File: src/verilog/pio_mem_pkg.sv
// PIO bus widths, word and address types, address map constants and controller state encoding.
package pio_mem_pkg;

	localparam int PIO_NBITS = 32; // register bus data width.
	localparam int PIO_ADDR_NBITS = 16; // register bus byte address width.

	typedef logic [PIO_NBITS-1:0] pio_word_t; // one register bus data word.
	typedef logic [PIO_ADDR_NBITS-1:0] pio_addr_t; // one register bus byte address.

	// Address map of the subsystem.
	// bits 15..13 must be zero, bit 12 picks the memory and the dword index starts at bit 2.
	localparam int MEM_SEL_BIT = 12; // 0 selects coefficients, 1 selects status.
	localparam int MAP_HI_LSB = 13; // any set bit from here up marks an unmapped access.
	localparam int DW_LSB = 2; // byte address bits below this are ignored.

	// States of the bus controller FSM.
	typedef enum logic [2:0] {
		idle, // waiting for a PIO strobe.
		issue, // strobing the selected memory for one cycle.
		wait_ack, // waiting for the selected memory to raise mem_ack.
		respond, // returning data and error to the PIO master.
		drain // waiting for mem_ack to drop before the next request.
	} pio_op_e;

endpackage

File: src/verilog/pio_mem_if.sv
// Interface carrying one memory's PIO request and response, with controller and memory modports.
interface pio_mem_if import pio_mem_pkg::*; ();

	pio_addr_t addr; // byte address, held by the controller until the next request.
	pio_word_t din; // write data, held together with the address.
	logic rd; // one-cycle read strobe.
	logic wr; // one-cycle write strobe.
	logic ms; // memory select, qualifies rd and wr.
	logic mem_ack; // level ack, lasts one divider period.
	pio_word_t mem_rdata; // read data, valid while mem_ack is high.

	// The bus controller issues requests and watches the ack.
	modport ctrl (
		output addr,
		output din,
		output rd,
		output wr,
		output ms,
		input mem_ack,
		input mem_rdata
	);

	// The memory block serves requests and answers with ack and data.
	modport mem (
		input addr,
		input din,
		input rd,
		input wr,
		input ms,
		output mem_ack,
		output mem_rdata
	);

endinterface

File: src/verilog/ram_1r1w.sv
// Simple dual-port RAM with one synchronous write port and one registered read port.
module ram_1r1w #(
	parameter type word_t = logic [31:0],
	parameter int DEPTH_NBITS = 6
) (
	input logic clk,
	input logic wr,
	input logic [DEPTH_NBITS-1:0] raddr,
	input logic [DEPTH_NBITS-1:0] waddr,
	input word_t din,
	output word_t dout
);

	localparam int DEPTH = 2 ** DEPTH_NBITS; // number of words in the array.

	word_t mem [DEPTH]; // the storage array, maps onto a block RAM.

	// Write and read happen on the same edge.
	// A read of the address being written returns the old word.
	always_ff @(posedge clk) begin
		if (wr) begin
			mem[waddr] <= din; // write lands at this edge.
		end
		dout <= mem[raddr]; // dout follows raddr by one cycle.
	end

endmodule

File: src/verilog/pio_clk_div.sv
// Free-running counter that raises a one-cycle clk_div strobe every DIV_RATIO cycles.
module pio_clk_div #(
	parameter int DIV_RATIO = 4
) (
	input logic clk,
	input logic reset,
	output logic clk_div
);

	localparam int CNT_NBITS = (DIV_RATIO > 1) ? $clog2(DIV_RATIO) : 1; // counter width.
	localparam logic [CNT_NBITS-1:0] CNT_LAST = CNT_NBITS'(DIV_RATIO - 1); // wrap value.

	logic [CNT_NBITS-1:0] cnt; // position inside the current divider period.

	// The strobe marks the slow register bus cadence that memory acks align to.
	always_ff @(posedge clk) begin
		if (reset) begin
			cnt <= '0; // start a fresh period.
			clk_div <= 1'b0; // no strobe during reset.
		end else begin
			if (cnt == CNT_LAST) begin
				cnt <= '0; // wrap back to the first count.
				clk_div <= 1'b1; // one strobe per wrap.
			end else begin
				cnt <= cnt + 1'b1; // keep counting up.
				clk_div <= 1'b0; // strobe lasts a single cycle.
			end
		end
	end

endmodule

File: src/verilog/pio_rw_mem.sv
// Table memory with an application port, a PIO port, collision saving and strobe-aligned PIO ack.
module pio_rw_mem import pio_mem_pkg::*; #(
	parameter int WIDTH = 20,
	parameter int DEPTH_NBITS = 6,
	parameter bit REG_WR_EN = 1'b1
) (
	input logic clk,
	input logic reset,
	input logic clk_div,
	pio_mem_if.mem pio,
	input logic app_mem_rd,
	input logic [DEPTH_NBITS-1:0] app_mem_raddr,
	input logic app_mem_wr,
	input logic [DEPTH_NBITS-1:0] app_mem_waddr,
	input logic [WIDTH-1:0] app_mem_wdata,
	output logic app_mem_ack,
	output logic [WIDTH-1:0] app_mem_rdata
);

	typedef logic [WIDTH-1:0] word_t; // one stored table word.

	logic app_rd_d1; // application read in its d1 stage, owns the read port.
	logic app_rd_d2; // application read waiting for the RAM output.
	logic app_wr_d1; // application write in its d1 stage, owns the write port.
	logic [DEPTH_NBITS-1:0] app_raddr_d1; // registered application read address.
	logic [DEPTH_NBITS-1:0] app_waddr_d1; // registered application write address.
	word_t app_wdata_d1; // registered application write data.

	logic pio_rd_req; // PIO read strobe from the controller.
	logic pio_wr_req; // PIO write strobe from the controller.
	logic rd_save; // PIO read that lost the read port and waits.
	logic wr_save; // PIO write that lost the write port and waits.
	logic pio_rd_go; // PIO read is served at the RAM this cycle.
	logic pio_wr_go; // PIO write is served at the RAM this cycle.
	logic pio_rd_go_d1; // RAM output holds the PIO read word this cycle.
	logic ack_pend; // internal PIO ack waiting for the next divider strobe.
	logic [DEPTH_NBITS-1:0] pio_idx; // dword index taken from the PIO byte address.

	logic ram_wr; // write enable at the RAM.
	logic [DEPTH_NBITS-1:0] ram_raddr; // read address at the RAM.
	logic [DEPTH_NBITS-1:0] ram_waddr; // write address at the RAM.
	word_t ram_wdata; // write data at the RAM.
	word_t ram_rdata; // registered RAM output.

	assign pio_idx = pio.addr[DW_LSB +: DEPTH_NBITS]; // byte bits 1..0 are dropped.
	assign pio_rd_req = pio.ms & pio.rd; // read request for this memory.
	assign pio_wr_req = pio.ms & pio.wr; // write request for this memory.

	// A PIO access goes through only in a cycle with no application access of its kind.
	assign pio_rd_go = ~app_rd_d1 & (pio_rd_req | rd_save);
	assign pio_wr_go = ~app_wr_d1 & (pio_wr_req | wr_save);

	// The application stages have priority at both RAM ports.
	assign ram_raddr = app_rd_d1 ? app_raddr_d1 : pio_idx;
	assign ram_waddr = app_wr_d1 ? app_waddr_d1 : pio_idx;
	assign ram_wdata = app_wr_d1 ? app_wdata_d1 : pio.din[WIDTH-1:0];
	assign ram_wr = app_wr_d1 | (REG_WR_EN & pio_wr_go); // read-only tables drop PIO writes.

	// Application address and data stage.
	always_ff @(posedge clk) begin
		app_raddr_d1 <= app_mem_raddr;
		app_waddr_d1 <= app_mem_waddr;
		app_wdata_d1 <= app_mem_wdata;
	end

	// Strobe pipeline, collision save flags and the PIO ack path.
	always_ff @(posedge clk) begin
		if (reset) begin
			app_rd_d1 <= 1'b0;
			app_rd_d2 <= 1'b0;
			app_wr_d1 <= 1'b0;
			app_mem_ack <= 1'b0;
			rd_save <= 1'b0;
			wr_save <= 1'b0;
			pio_rd_go_d1 <= 1'b0;
			ack_pend <= 1'b0;
			pio.mem_ack <= 1'b0;
		end else begin
			app_rd_d1 <= app_mem_rd;
			app_rd_d2 <= app_rd_d1;
			app_wr_d1 <= app_mem_wr;
			app_mem_ack <= app_rd_d2; // three cycles after the read strobe.
			if (app_rd_d1 & pio_rd_req) begin
				rd_save <= 1'b1; // hold the read until the port is free.
			end else if (pio_rd_go) begin
				rd_save <= 1'b0;
			end
			if (app_wr_d1 & pio_wr_req) begin
				wr_save <= 1'b1; // hold the write until the port is free.
			end else if (pio_wr_go) begin
				wr_save <= 1'b0;
			end
			pio_rd_go_d1 <= pio_rd_go;
			// writes ack when served, reads once the word is out of the RAM.
			if (pio_wr_go | pio_rd_go_d1) begin
				ack_pend <= 1'b1;
			end else if (clk_div) begin
				ack_pend <= 1'b0; // cleared by the strobe after it was copied.
			end
			if (clk_div) begin
				pio.mem_ack <= ack_pend; // ack moves only on the divider strobe.
			end
		end
	end

	// Read data registers.
	always_ff @(posedge clk) begin
		app_mem_rdata <= ram_rdata; // lines up with app_mem_ack.
		if (pio_rd_go_d1) begin
			pio.mem_rdata <= pio_word_t'(ram_rdata); // zero-extended to the bus width.
		end
	end

	ram_1r1w #(
		.word_t(word_t),
		.DEPTH_NBITS(DEPTH_NBITS)
	) i_ram (
		.clk(clk),
		.wr(ram_wr),
		.raddr(ram_raddr),
		.waddr(ram_waddr),
		.din(ram_wdata),
		.dout(ram_rdata)
	);

endmodule

File: src/verilog/pio_bus_ctrl.sv
// PIO bus controller FSM that decodes requests to the two memories and returns ack, data and error.
module pio_bus_ctrl import pio_mem_pkg::*; (
	input logic clk,
	input logic reset,
	input logic pio_rd,
	input logic pio_wr,
	input pio_addr_t pio_addr,
	input pio_word_t pio_din,
	output logic pio_ack,
	output pio_word_t pio_rdata,
	output logic pio_err,
	output logic pio_busy,
	pio_mem_if.ctrl coef,
	pio_mem_if.ctrl stat
);

	pio_op_e state; // current FSM state.
	pio_op_e state_nxt; // next FSM state.

	pio_addr_t addr_q; // latched request address.
	pio_word_t din_q; // latched write data.
	pio_word_t data_q; // read data collected from the memory.
	logic rd_q; // request kind, 1 for read and 0 for write.
	logic sel_q; // selected memory, 0 for coefficients and 1 for status.
	logic err_q; // request hit an unmapped address.

	logic req; // a new PIO strobe is present.
	logic unmapped; // the new address lies outside the map.
	logic sel_ack; // mem_ack of the selected memory.

	assign req = pio_rd | pio_wr;
	assign unmapped = |pio_addr[PIO_ADDR_NBITS-1:MAP_HI_LSB];
	assign sel_ack = sel_q ? stat.mem_ack : coef.mem_ack;
	assign pio_busy = (state != idle); // strobes given while busy are ignored.

	// Both memories see the held address and data; only the selected one gets ms.
	assign coef.addr = addr_q;
	assign coef.din = din_q;
	assign coef.rd = (state == issue) & rd_q;
	assign coef.wr = (state == issue) & ~rd_q;
	assign coef.ms = (state == issue) & ~sel_q;
	assign stat.addr = addr_q;
	assign stat.din = din_q;
	assign stat.rd = (state == issue) & rd_q;
	assign stat.wr = (state == issue) & ~rd_q;
	assign stat.ms = (state == issue) & sel_q;

	always_comb begin
		state_nxt = state;
		unique case (state)
			idle: begin
				if (req) begin
					state_nxt = unmapped ? respond : issue; // unmapped goes straight to the answer.
				end
			end
			issue: state_nxt = wait_ack;
			wait_ack: begin
				if (sel_ack) begin
					state_nxt = respond;
				end
			end
			respond: state_nxt = drain;
			drain: begin
				if (err_q | ~sel_ack) begin
					state_nxt = idle; // no memory was touched after an error.
				end
			end
			default: state_nxt = idle;
		endcase
	end

	// Control state and the registered ack and error outputs.
	always_ff @(posedge clk) begin
		if (reset) begin
			state <= idle;
			rd_q <= 1'b0;
			sel_q <= 1'b0;
			err_q <= 1'b0;
			pio_ack <= 1'b0;
			pio_err <= 1'b0;
		end else begin
			state <= state_nxt;
			if ((state == idle) & req) begin
				rd_q <= pio_rd; // a read wins when both strobes arrive together.
				sel_q <= pio_addr[MEM_SEL_BIT];
				err_q <= unmapped;
			end
			pio_ack <= (state == respond); // one pulse per request.
			pio_err <= (state == respond) & err_q;
		end
	end

	// Request and response payload.
	always_ff @(posedge clk) begin
		if ((state == idle) & req) begin
			addr_q <= pio_addr;
			din_q <= pio_din;
			data_q <= '0; // writes and unmapped reads return zero.
		end
		if ((state == wait_ack) & sel_ack & rd_q) begin
			data_q <= sel_q ? stat.mem_rdata : coef.mem_rdata;
		end
		if (state == respond) begin
			pio_rdata <= data_q; // valid together with pio_ack.
		end
	end

endmodule

File: src/verilog/pio_mem_subsys.sv
// Top level of the table memory pair with divider, PIO bus controller and two memory blocks.
module pio_mem_subsys import pio_mem_pkg::*; #(
	parameter int COEF_WIDTH = 20,
	parameter int COEF_DEPTH_NBITS = 6,
	parameter int STAT_WIDTH = 12,
	parameter int STAT_DEPTH_NBITS = 5,
	parameter int DIV_RATIO = 4
) (
	input logic clk,
	input logic reset,
	input logic pio_rd,
	input logic pio_wr,
	input pio_addr_t pio_addr,
	input pio_word_t pio_din,
	output logic pio_ack,
	output pio_word_t pio_rdata,
	output logic pio_err,
	output logic pio_busy,
	input logic coef_rd,
	input logic [COEF_DEPTH_NBITS-1:0] coef_raddr,
	input logic coef_wr,
	input logic [COEF_DEPTH_NBITS-1:0] coef_waddr,
	input logic [COEF_WIDTH-1:0] coef_wdata,
	output logic coef_ack,
	output logic [COEF_WIDTH-1:0] coef_rdata,
	input logic stat_rd,
	input logic [STAT_DEPTH_NBITS-1:0] stat_raddr,
	input logic stat_wr,
	input logic [STAT_DEPTH_NBITS-1:0] stat_waddr,
	input logic [STAT_WIDTH-1:0] stat_wdata,
	output logic stat_ack,
	output logic [STAT_WIDTH-1:0] stat_rdata
);

	logic clk_div; // register bus cadence strobe.

	pio_mem_if coef_if (); // PIO link to the coefficient memory.
	pio_mem_if stat_if (); // PIO link to the status memory.

	pio_clk_div #(
		.DIV_RATIO(DIV_RATIO)
	) i_clk_div (
		.clk(clk),
		.reset(reset),
		.clk_div(clk_div)
	);

	pio_bus_ctrl i_bus_ctrl (
		.clk(clk),
		.reset(reset),
		.pio_rd(pio_rd),
		.pio_wr(pio_wr),
		.pio_addr(pio_addr),
		.pio_din(pio_din),
		.pio_ack(pio_ack),
		.pio_rdata(pio_rdata),
		.pio_err(pio_err),
		.pio_busy(pio_busy),
		.coef(coef_if.ctrl),
		.stat(stat_if.ctrl)
	);

	// Coefficients are writable from the register bus.
	pio_rw_mem #(
		.WIDTH(COEF_WIDTH),
		.DEPTH_NBITS(COEF_DEPTH_NBITS),
		.REG_WR_EN(1'b1)
	) i_coef_mem (
		.clk(clk),
		.reset(reset),
		.clk_div(clk_div),
		.pio(coef_if.mem),
		.app_mem_rd(coef_rd),
		.app_mem_raddr(coef_raddr),
		.app_mem_wr(coef_wr),
		.app_mem_waddr(coef_waddr),
		.app_mem_wdata(coef_wdata),
		.app_mem_ack(coef_ack),
		.app_mem_rdata(coef_rdata)
	);

	// Status is filled by the application and only read over the register bus.
	pio_rw_mem #(
		.WIDTH(STAT_WIDTH),
		.DEPTH_NBITS(STAT_DEPTH_NBITS),
		.REG_WR_EN(1'b0)
	) i_stat_mem (
		.clk(clk),
		.reset(reset),
		.clk_div(clk_div),
		.pio(stat_if.mem),
		.app_mem_rd(stat_rd),
		.app_mem_raddr(stat_raddr),
		.app_mem_wr(stat_wr),
		.app_mem_waddr(stat_waddr),
		.app_mem_wdata(stat_wdata),
		.app_mem_ack(stat_ack),
		.app_mem_rdata(stat_rdata)
	);

endmodule

File: config.mk
export PLATFORM = sky130hd
export DESIGN_NAME = pio_mem_subsys
export DESIGN_NICKNAME = d
export VERILOG_FILES = /design/src/verilog/pio_mem_pkg.sv /design/src/verilog/pio_mem_if.sv /design/src/verilog/ram_1r1w.sv /design/src/verilog/pio_clk_div.sv /design/src/verilog/pio_rw_mem.sv /design/src/verilog/pio_bus_ctrl.sv /design/src/verilog/pio_mem_subsys.sv
export SDC_FILE = /design/constraint.sdc
export NUM_CORES = 2
export LEC_CHECK = 0
export BUFFER_PORTS_ARGS = -buffer_cell sky130_fd_sc_hd__buf_2
export CELL_PAD_IN_SITES_DETAIL_PLACEMENT = 2
export CELL_PAD_IN_SITES_GLOBAL_PLACEMENT = 2
export CORE_MARGIN = 2
export CORE_UTILIZATION = 35
export CTS_CLUSTER_SIZE = 40
export DETAILED_ROUTE_END_ITERATION = 10
export PLACE_DENSITY = 0.62
export SLEW_MARGIN = 40
export SYNTH_ARGS = -nofsm -noshare
export SYNTH_HDL_FRONTEND = slang
export SYNTH_SLANG_ARGS = --single-unit
File: constraint.sdc
create_clock -name clk -period 8.3 [get_ports clk]
set_input_delay 0.83 -clock clk [delete_from_list [all_inputs] [get_ports clk]]
set_output_delay 0.83 -clock clk [all_outputs]
set_load 0.1 [all_outputs]
After elaboration in Yosys (flattened, before gate mapping)
Memories as Yosys holds them, arrays and structs flattened. A register that Yosys moved wholly into a read port is not among the register bits. Cells that the tools add are included. W data, S select, Z words.

Memories: 2. Word-level logic and storage cells: 130. Memory bits (read-only): 0. Latch bits: 0. Output and inout bits: 69. Input port bits: 110. Bits in writable memories: 1664. Flip-flop bits (word level): 239.

Memory list: i_coef_mem.i_ram.mem (words 64, bits a word 20, rd ports 1, clocked after memory_dff 1, write ports 1, line ram_1r1w.sv:16) `word_t mem [DEPTH];`; i_stat_mem.i_ram.mem (words 32, bits a word 12, rd ports 1, clocked after memory_dff 1, write ports 1, line ram_1r1w.sv:16).

$lt $le $gt $ge: 0. Shift operators: 0. Muxes and demuxes: 31. Equality and inequality tests: 8. Reduce and logical (&&, ||, !) cells: 12. Div/mod/pow operators: 0. Bitwise logic cells: 36. Multipliers: 0. Add/subtract/negate cells: 1.

Operators with widths (count): $mux W32 (2); $mux W20 (2); $and A1 B1 Y1 (20); $mux W1 (17); $pmux W3 S5 (1); $reduce_bool A2 Y1 (7); $mux W12 (1); $mux W6 (2); $mux W5 (2); $mux W3 (3); $or A1 B1 Y1 (9); $not A1 Y1 (7); $eq A3 B2 Y1 const B (2); $ne A2 B1 Y1 const B (3); $eq A3 B1 Y1 const B (1); $eq A3 B3 Y1 const B (1); $logic_not A3 Y1 (1); $reduce_and A3 Y1 (1); $reduce_bool A3 Y1 (1); $reduce_or A3 Y1 (1); $add A2 B1 Y2 const B (1); $eq A2 B2 Y1 const B (1); $mux W2 (1); $reduce_or A2 Y1 (1).

Longest topological paths before layout
Depth after elaboration: 8. Gate-level depth with buffers: 11. Depth with buffers taken out: 7.

Cells and area by module
A second synthesis with hierarchy kept.

Cell total of the unflattened synthesis: 3660. Area, all modules: 73912.1 µm².

By module, submodules not included: ram_1r1w (i_coef_mem.i_ram) (area an instance 49495.0 µm², cells each 2243, sequential area each 38837.2 µm², times used 1); ram_1r1w (i_stat_mem.i_ram) (area an instance 15468.6 µm², cells each 868, sequential area each 11771.3 µm², times used 1); pio_bus_ctrl (area an instance 4639.4 µm², cells each 280, sequential area each 3523.4 µm², times used 1); pio_rw_mem (i_coef_mem) (area an instance 2432.3 µm², cells each 146, sequential area each 1821.7 µm², times used 1); pio_rw_mem (i_stat_mem) (area an instance 1780.5 µm², cells each 116, sequential area each 1221.2 µm², times used 1); pio_clk_div (area an instance 96.3 µm², cells each 7, sequential area each 60.1 µm², times used 1).

Worst setup path before layout
No wires, ideal clock.

Path type: flip-flop to flip-flop. Start point: register i_bus_ctrl.state[0]. End point: register i_bus_ctrl.data_q[0], enable pin. Required time: 7875 ps. Path buffers: 1. Data arrival time: 2828 ps. Stages on the path, launching flop included: 5. Clock period less this slack: 3253 ps. Setup slack: 5047 ps. Cells stage by stage: dfxtp_1 clkbuf_1 nor3_1 inv_1 o21ai_0.

Longest elaborated chain between the ends: 4.

RTL lines: from (decl) (line pio_bus_ctrl.sv:17) `pio_op_e state;`; from (signal assigned) (line pio_bus_ctrl.sv:75) `state <= idle;`; from (signal assigned) (line pio_bus_ctrl.sv:82) `state <= state_nxt;`; $eq A3 B2 Y1 (line pio_bus_ctrl.sv:100) `if ((state == wait_ack) & sel_ack & rd_q) begin`; $and A1 B1 Y1 (2 in a row) (line pio_bus_ctrl.sv:100); $reduce_bool A2 Y1 (no line) *; to (signal assigned) (line pio_bus_ctrl.sv:101) `data_q <= sel_q ? stat.mem_rdata : coef.mem_rdata;`; to (decl) (line pio_bus_ctrl.sv:22) `pio_word_t data_q;`.

Mark *: on every way between the ends. The rest lies on a longest branch, timed or not. A chain may end at the register's enable or synchronous reset.

Worst setup path in the final report
Start point: register i_bus_ctrl.addr_q[2] (netlist: i_bus_ctrl.coef.addr[2]). End point: register i_coef_mem.i_ram.dout[9], read port of i_coef_mem.i_ram.mem.

Longest elaborated chain between the ends: 1.

RTL lines: from (decl) (line pio_bus_ctrl.sv:20) `pio_addr_t addr_q;`; from (signal assigned) (line pio_bus_ctrl.sv:96) `addr_q <= pio_addr;`; $mux W6 (line pio_rw_mem.sv:54) `assign ram_raddr = app_rd_d1 ? app_raddr_d1 : pio_idx;`; to (decl) (line ram_1r1w.sv:11) `output word_t dout`.

No other way between the ends.

==> flow_summary.yaml <==
timing:
  finalHoldViolations: 0
  rsz0062_at_grt: "false"
  period_needed_ns: 4.95
  fmax_mhz: 202
  fin_skew_ns: 0.0458
  maxSlewHeadroom: 0.323
  period_share: 0.596
  timing.final.ws_setup_ns: 3.35
  final-setup-viol-count: 0
  worst_pin_slew_ns: 1.01
  final.setup.tns_ns: 0
  maxSlewViolCount: 0
global_route:
  grt_max_degree: 166
  grtUsageTotal: 0.246
  overflow: 0
  grt_pass1_vias: 59200
  antenna_found_initial: 20
  grt_pass1_wl_um: 417000
clock_tree:
  tritoncts: "done"
  cts_sinks: 1909
  cts_buffers: 210
  clk_latency_ns: 0.88
  root_buffer: "clkbuf_16"
  cts.clk_slew.worst_paths_ns: 0.06
  htreeDepth: 4
  cts_buffer_depth: 3
cells_and_area:
  largest_registers: "i_coef_mem.i_ram.mem (1280), i_stat_mem.i_ram.mem (384)"
  fill_cells: 22700
  drive_gt1_frac: 0.144
  fin_nets: 6402
  syn_to_final_growth_pct: 15.5
  fin_cells: 9493
  top_register: "i_coef_mem.i_ram.mem"
  mostFrequentLayoutCells: "edfxtp_1, a21oi_1, nand2b_1"
  largest_register_ffs: 1280
  layout_commonest_cell: "edfxtp_1"
place:
  post-place-cells: 9061
  port_buffers: 148
  hpwl_um: 169000
  place_congestion: 0.793
  pre_cts_slack_ns: 3.32
setup_path:
  cp_num_cells: 10
  worst-r2r-cell-count: 10
  crit_required_ns: 8.99
  crit_family: "buffers and inverters"
  slowest_delay_ns: 0.72
  crit_fanout: 62
  cp_slowest_cell: "buf_4"
  critPathBufInv: 4
  critical_path_class: "reg -> reg"
  end_kind: "register"
  worstSetupStartpointType: "register"
  critPathArrivalTime_ns: 5.64
  crit_chain: "inv_8 -> buf_4 -> buf_4 -> buf_4 -> a21oi_1 -> a21oi_1 -> a21oi_1 -> o21ai_0 -> o2111ai_1 -> nor4_1"
flow_run:
  maxCapViolations: 0
drt:
  drt_iter0_markers: 4552
  routed_via_density: 5.79
  num_vias: 54900
  drcViolationCount: 0
  wl_um: 291000
  routedWlPerCell_um: 30.7
  antenna_left: 0
  first_pass_iters: 5
min_path:
  hold_depth: 1
  hp-class: "in -> reg"
logic_synthesis:
  ys.warnings.count: 0
  async_reset_ff_frac: 0
  synth-seq-area-share: 0.696
  synth_cell_types: 66
  syn_area_mm2: 0.0803
  yosys.area_share.simple: 0.0802
  synth-edff-count: 1762
  synth_compound_area_frac: 0.160
  synth_top_family_by_area: "compound AO/OA/AOI/OAI gates"
  synthFlopType: "edfxtp_1"
  ys_ff_latch: 1909
  syn_avg_cell_area_um2: 13.1
  synthXorXnorAreaFrac: 0
  synth_mux_area_frac: 0.0278
  synthAdderAreaFrac: 0.000156
  syn_inst: 6139
run_status:
  status: "finished, final reports clean"
floorplanning:
  pin_count: 179
  die_h_um: 483
  coreArea_mm2: 0.228
  fp.dieW_um: 483
  dieArea_mm2: 0.233
  num_rows: 175
  start_util: 0.352
power_and_ir_drop:
  power_density_mw_per_mm2: 251
  ir_worst_vdd_uv: 199
  p_leak_uw: 0.0302
## kinds of logic (layout without fill, tap and decap cells)
logic type,after synthesis,count (layout)
AND/OR/NAND/NOR,1214,1214
multiplexers,127,127
flip-flops,1909,1909
adder cells (fa/ha/maj),1,1
buffers and inverters,634,955
other,1,25
AO/OA/AOI/OAI,2253,2253
## power breakdown
| group | switching (uW) | internal [uW] |
|---|---|---|
| sequential | 166 | 10900 |
| clock | 4070 | 5050 |
| combinational | 2350 | 716 |
| total | 6580 | 16600 |
## cell usage after synthesis, types with 72 or more instances
cell type	number	area (um^2)
o22ai_1	262	1640
mux4_2	72	1620
o21ai_0	431	2160
dfxtp_1	147	2940
nand2_1	259	972
nand2b_1	540	3380
nor3_1	126	631
a22oi_1	166	1250
nor2_1	157	589
a21oi_1	1084	5430
edfxtp_1	1762	52900
clkbuf_1	225	845
inv_1	190	713
buf_2	152	761
## layout make-up
class                      instances  area (um^2)  area share
timing repair buffer             372         3160      0.0341
multi-input combinational       3607        22400       0.242
clock inverter                    95          892     0.00962
sequential                      1909        55900       0.603
antenna                           13         32.5    0.000351
inverter                         191          726     0.00783
tap                             3009         3760      0.0406
clock buffer                     297         5790      0.0625
## final timing paths
| path | from | endpoint | slack [ns] |
|---|---|---|---|
| max | i_bus_ctrl.coef.addr[2]$_DFFE_PP_ | i_coef_mem.i_ram.dout[9]$_DFF_P_ | 3.35 |
| min | coef_raddr[3] | i_coef_mem.app_raddr_d1[3]$_DFF_P_ | 0.07 |
| max reg2reg | i_bus_ctrl.coef.addr[2]$_DFFE_PP_ | i_coef_mem.i_ram.dout[9]$_DFF_P_ | 3.35 |
| min reg2reg | i_stat_mem.i_ram.dout[0]$_DFF_P_ | i_stat_mem.app_mem_rdata[0]$_DFF_P_ | 0.35 |
## metrics by stage
stage / power (uW) / utilization / area [um^2] / hold slack (ns)
after floorplan: 13000 / - / 80300 / 0.327
after global placement: 14200 / 0.371 / 84500 / 0.336
after detailed placement: 14300 / 0.376 / 85500 / 0.340
after CTS: 23400 / 0.406 / 92400 / 0.0000638
after global routing: 24000 / 0.407 / 92700 / 0.0181
final: 23200 / 0.407 / 92700 / 0.0693
## what timing repair did
action	CTS	global route
hold endpoints to repair	21	0
hold buffers	21	0
gates resized for setup	0	0
setup buffers	0	0
## worst reg2reg max path, delay by kind of cell (launching register included)
kind                   cells  cell delay [ns]
AO/OA/AOI/OAI              5             1.23
AND/OR/NAND/NOR            1             0.71
buffers and inverters      4             2.37
flip-flops                 1             0.47
## per-layer routing
| layer | up-vias | GRT usage | part of all wire |
|---|---|---|---|
| met4 | 12 | 0.0742 | 0.029 |
| li1 | 23700 | - | - |
| met2 | 1419 | 0.407 | 0.48 |
| met3 | 411 | 0.0381 | 0.056 |
| met5 | - | 0 | 0.00028 |
| met1 | 29400 | 0.334 | 0.44 |
Note: power is estimated with default switching activity, not from simulation.
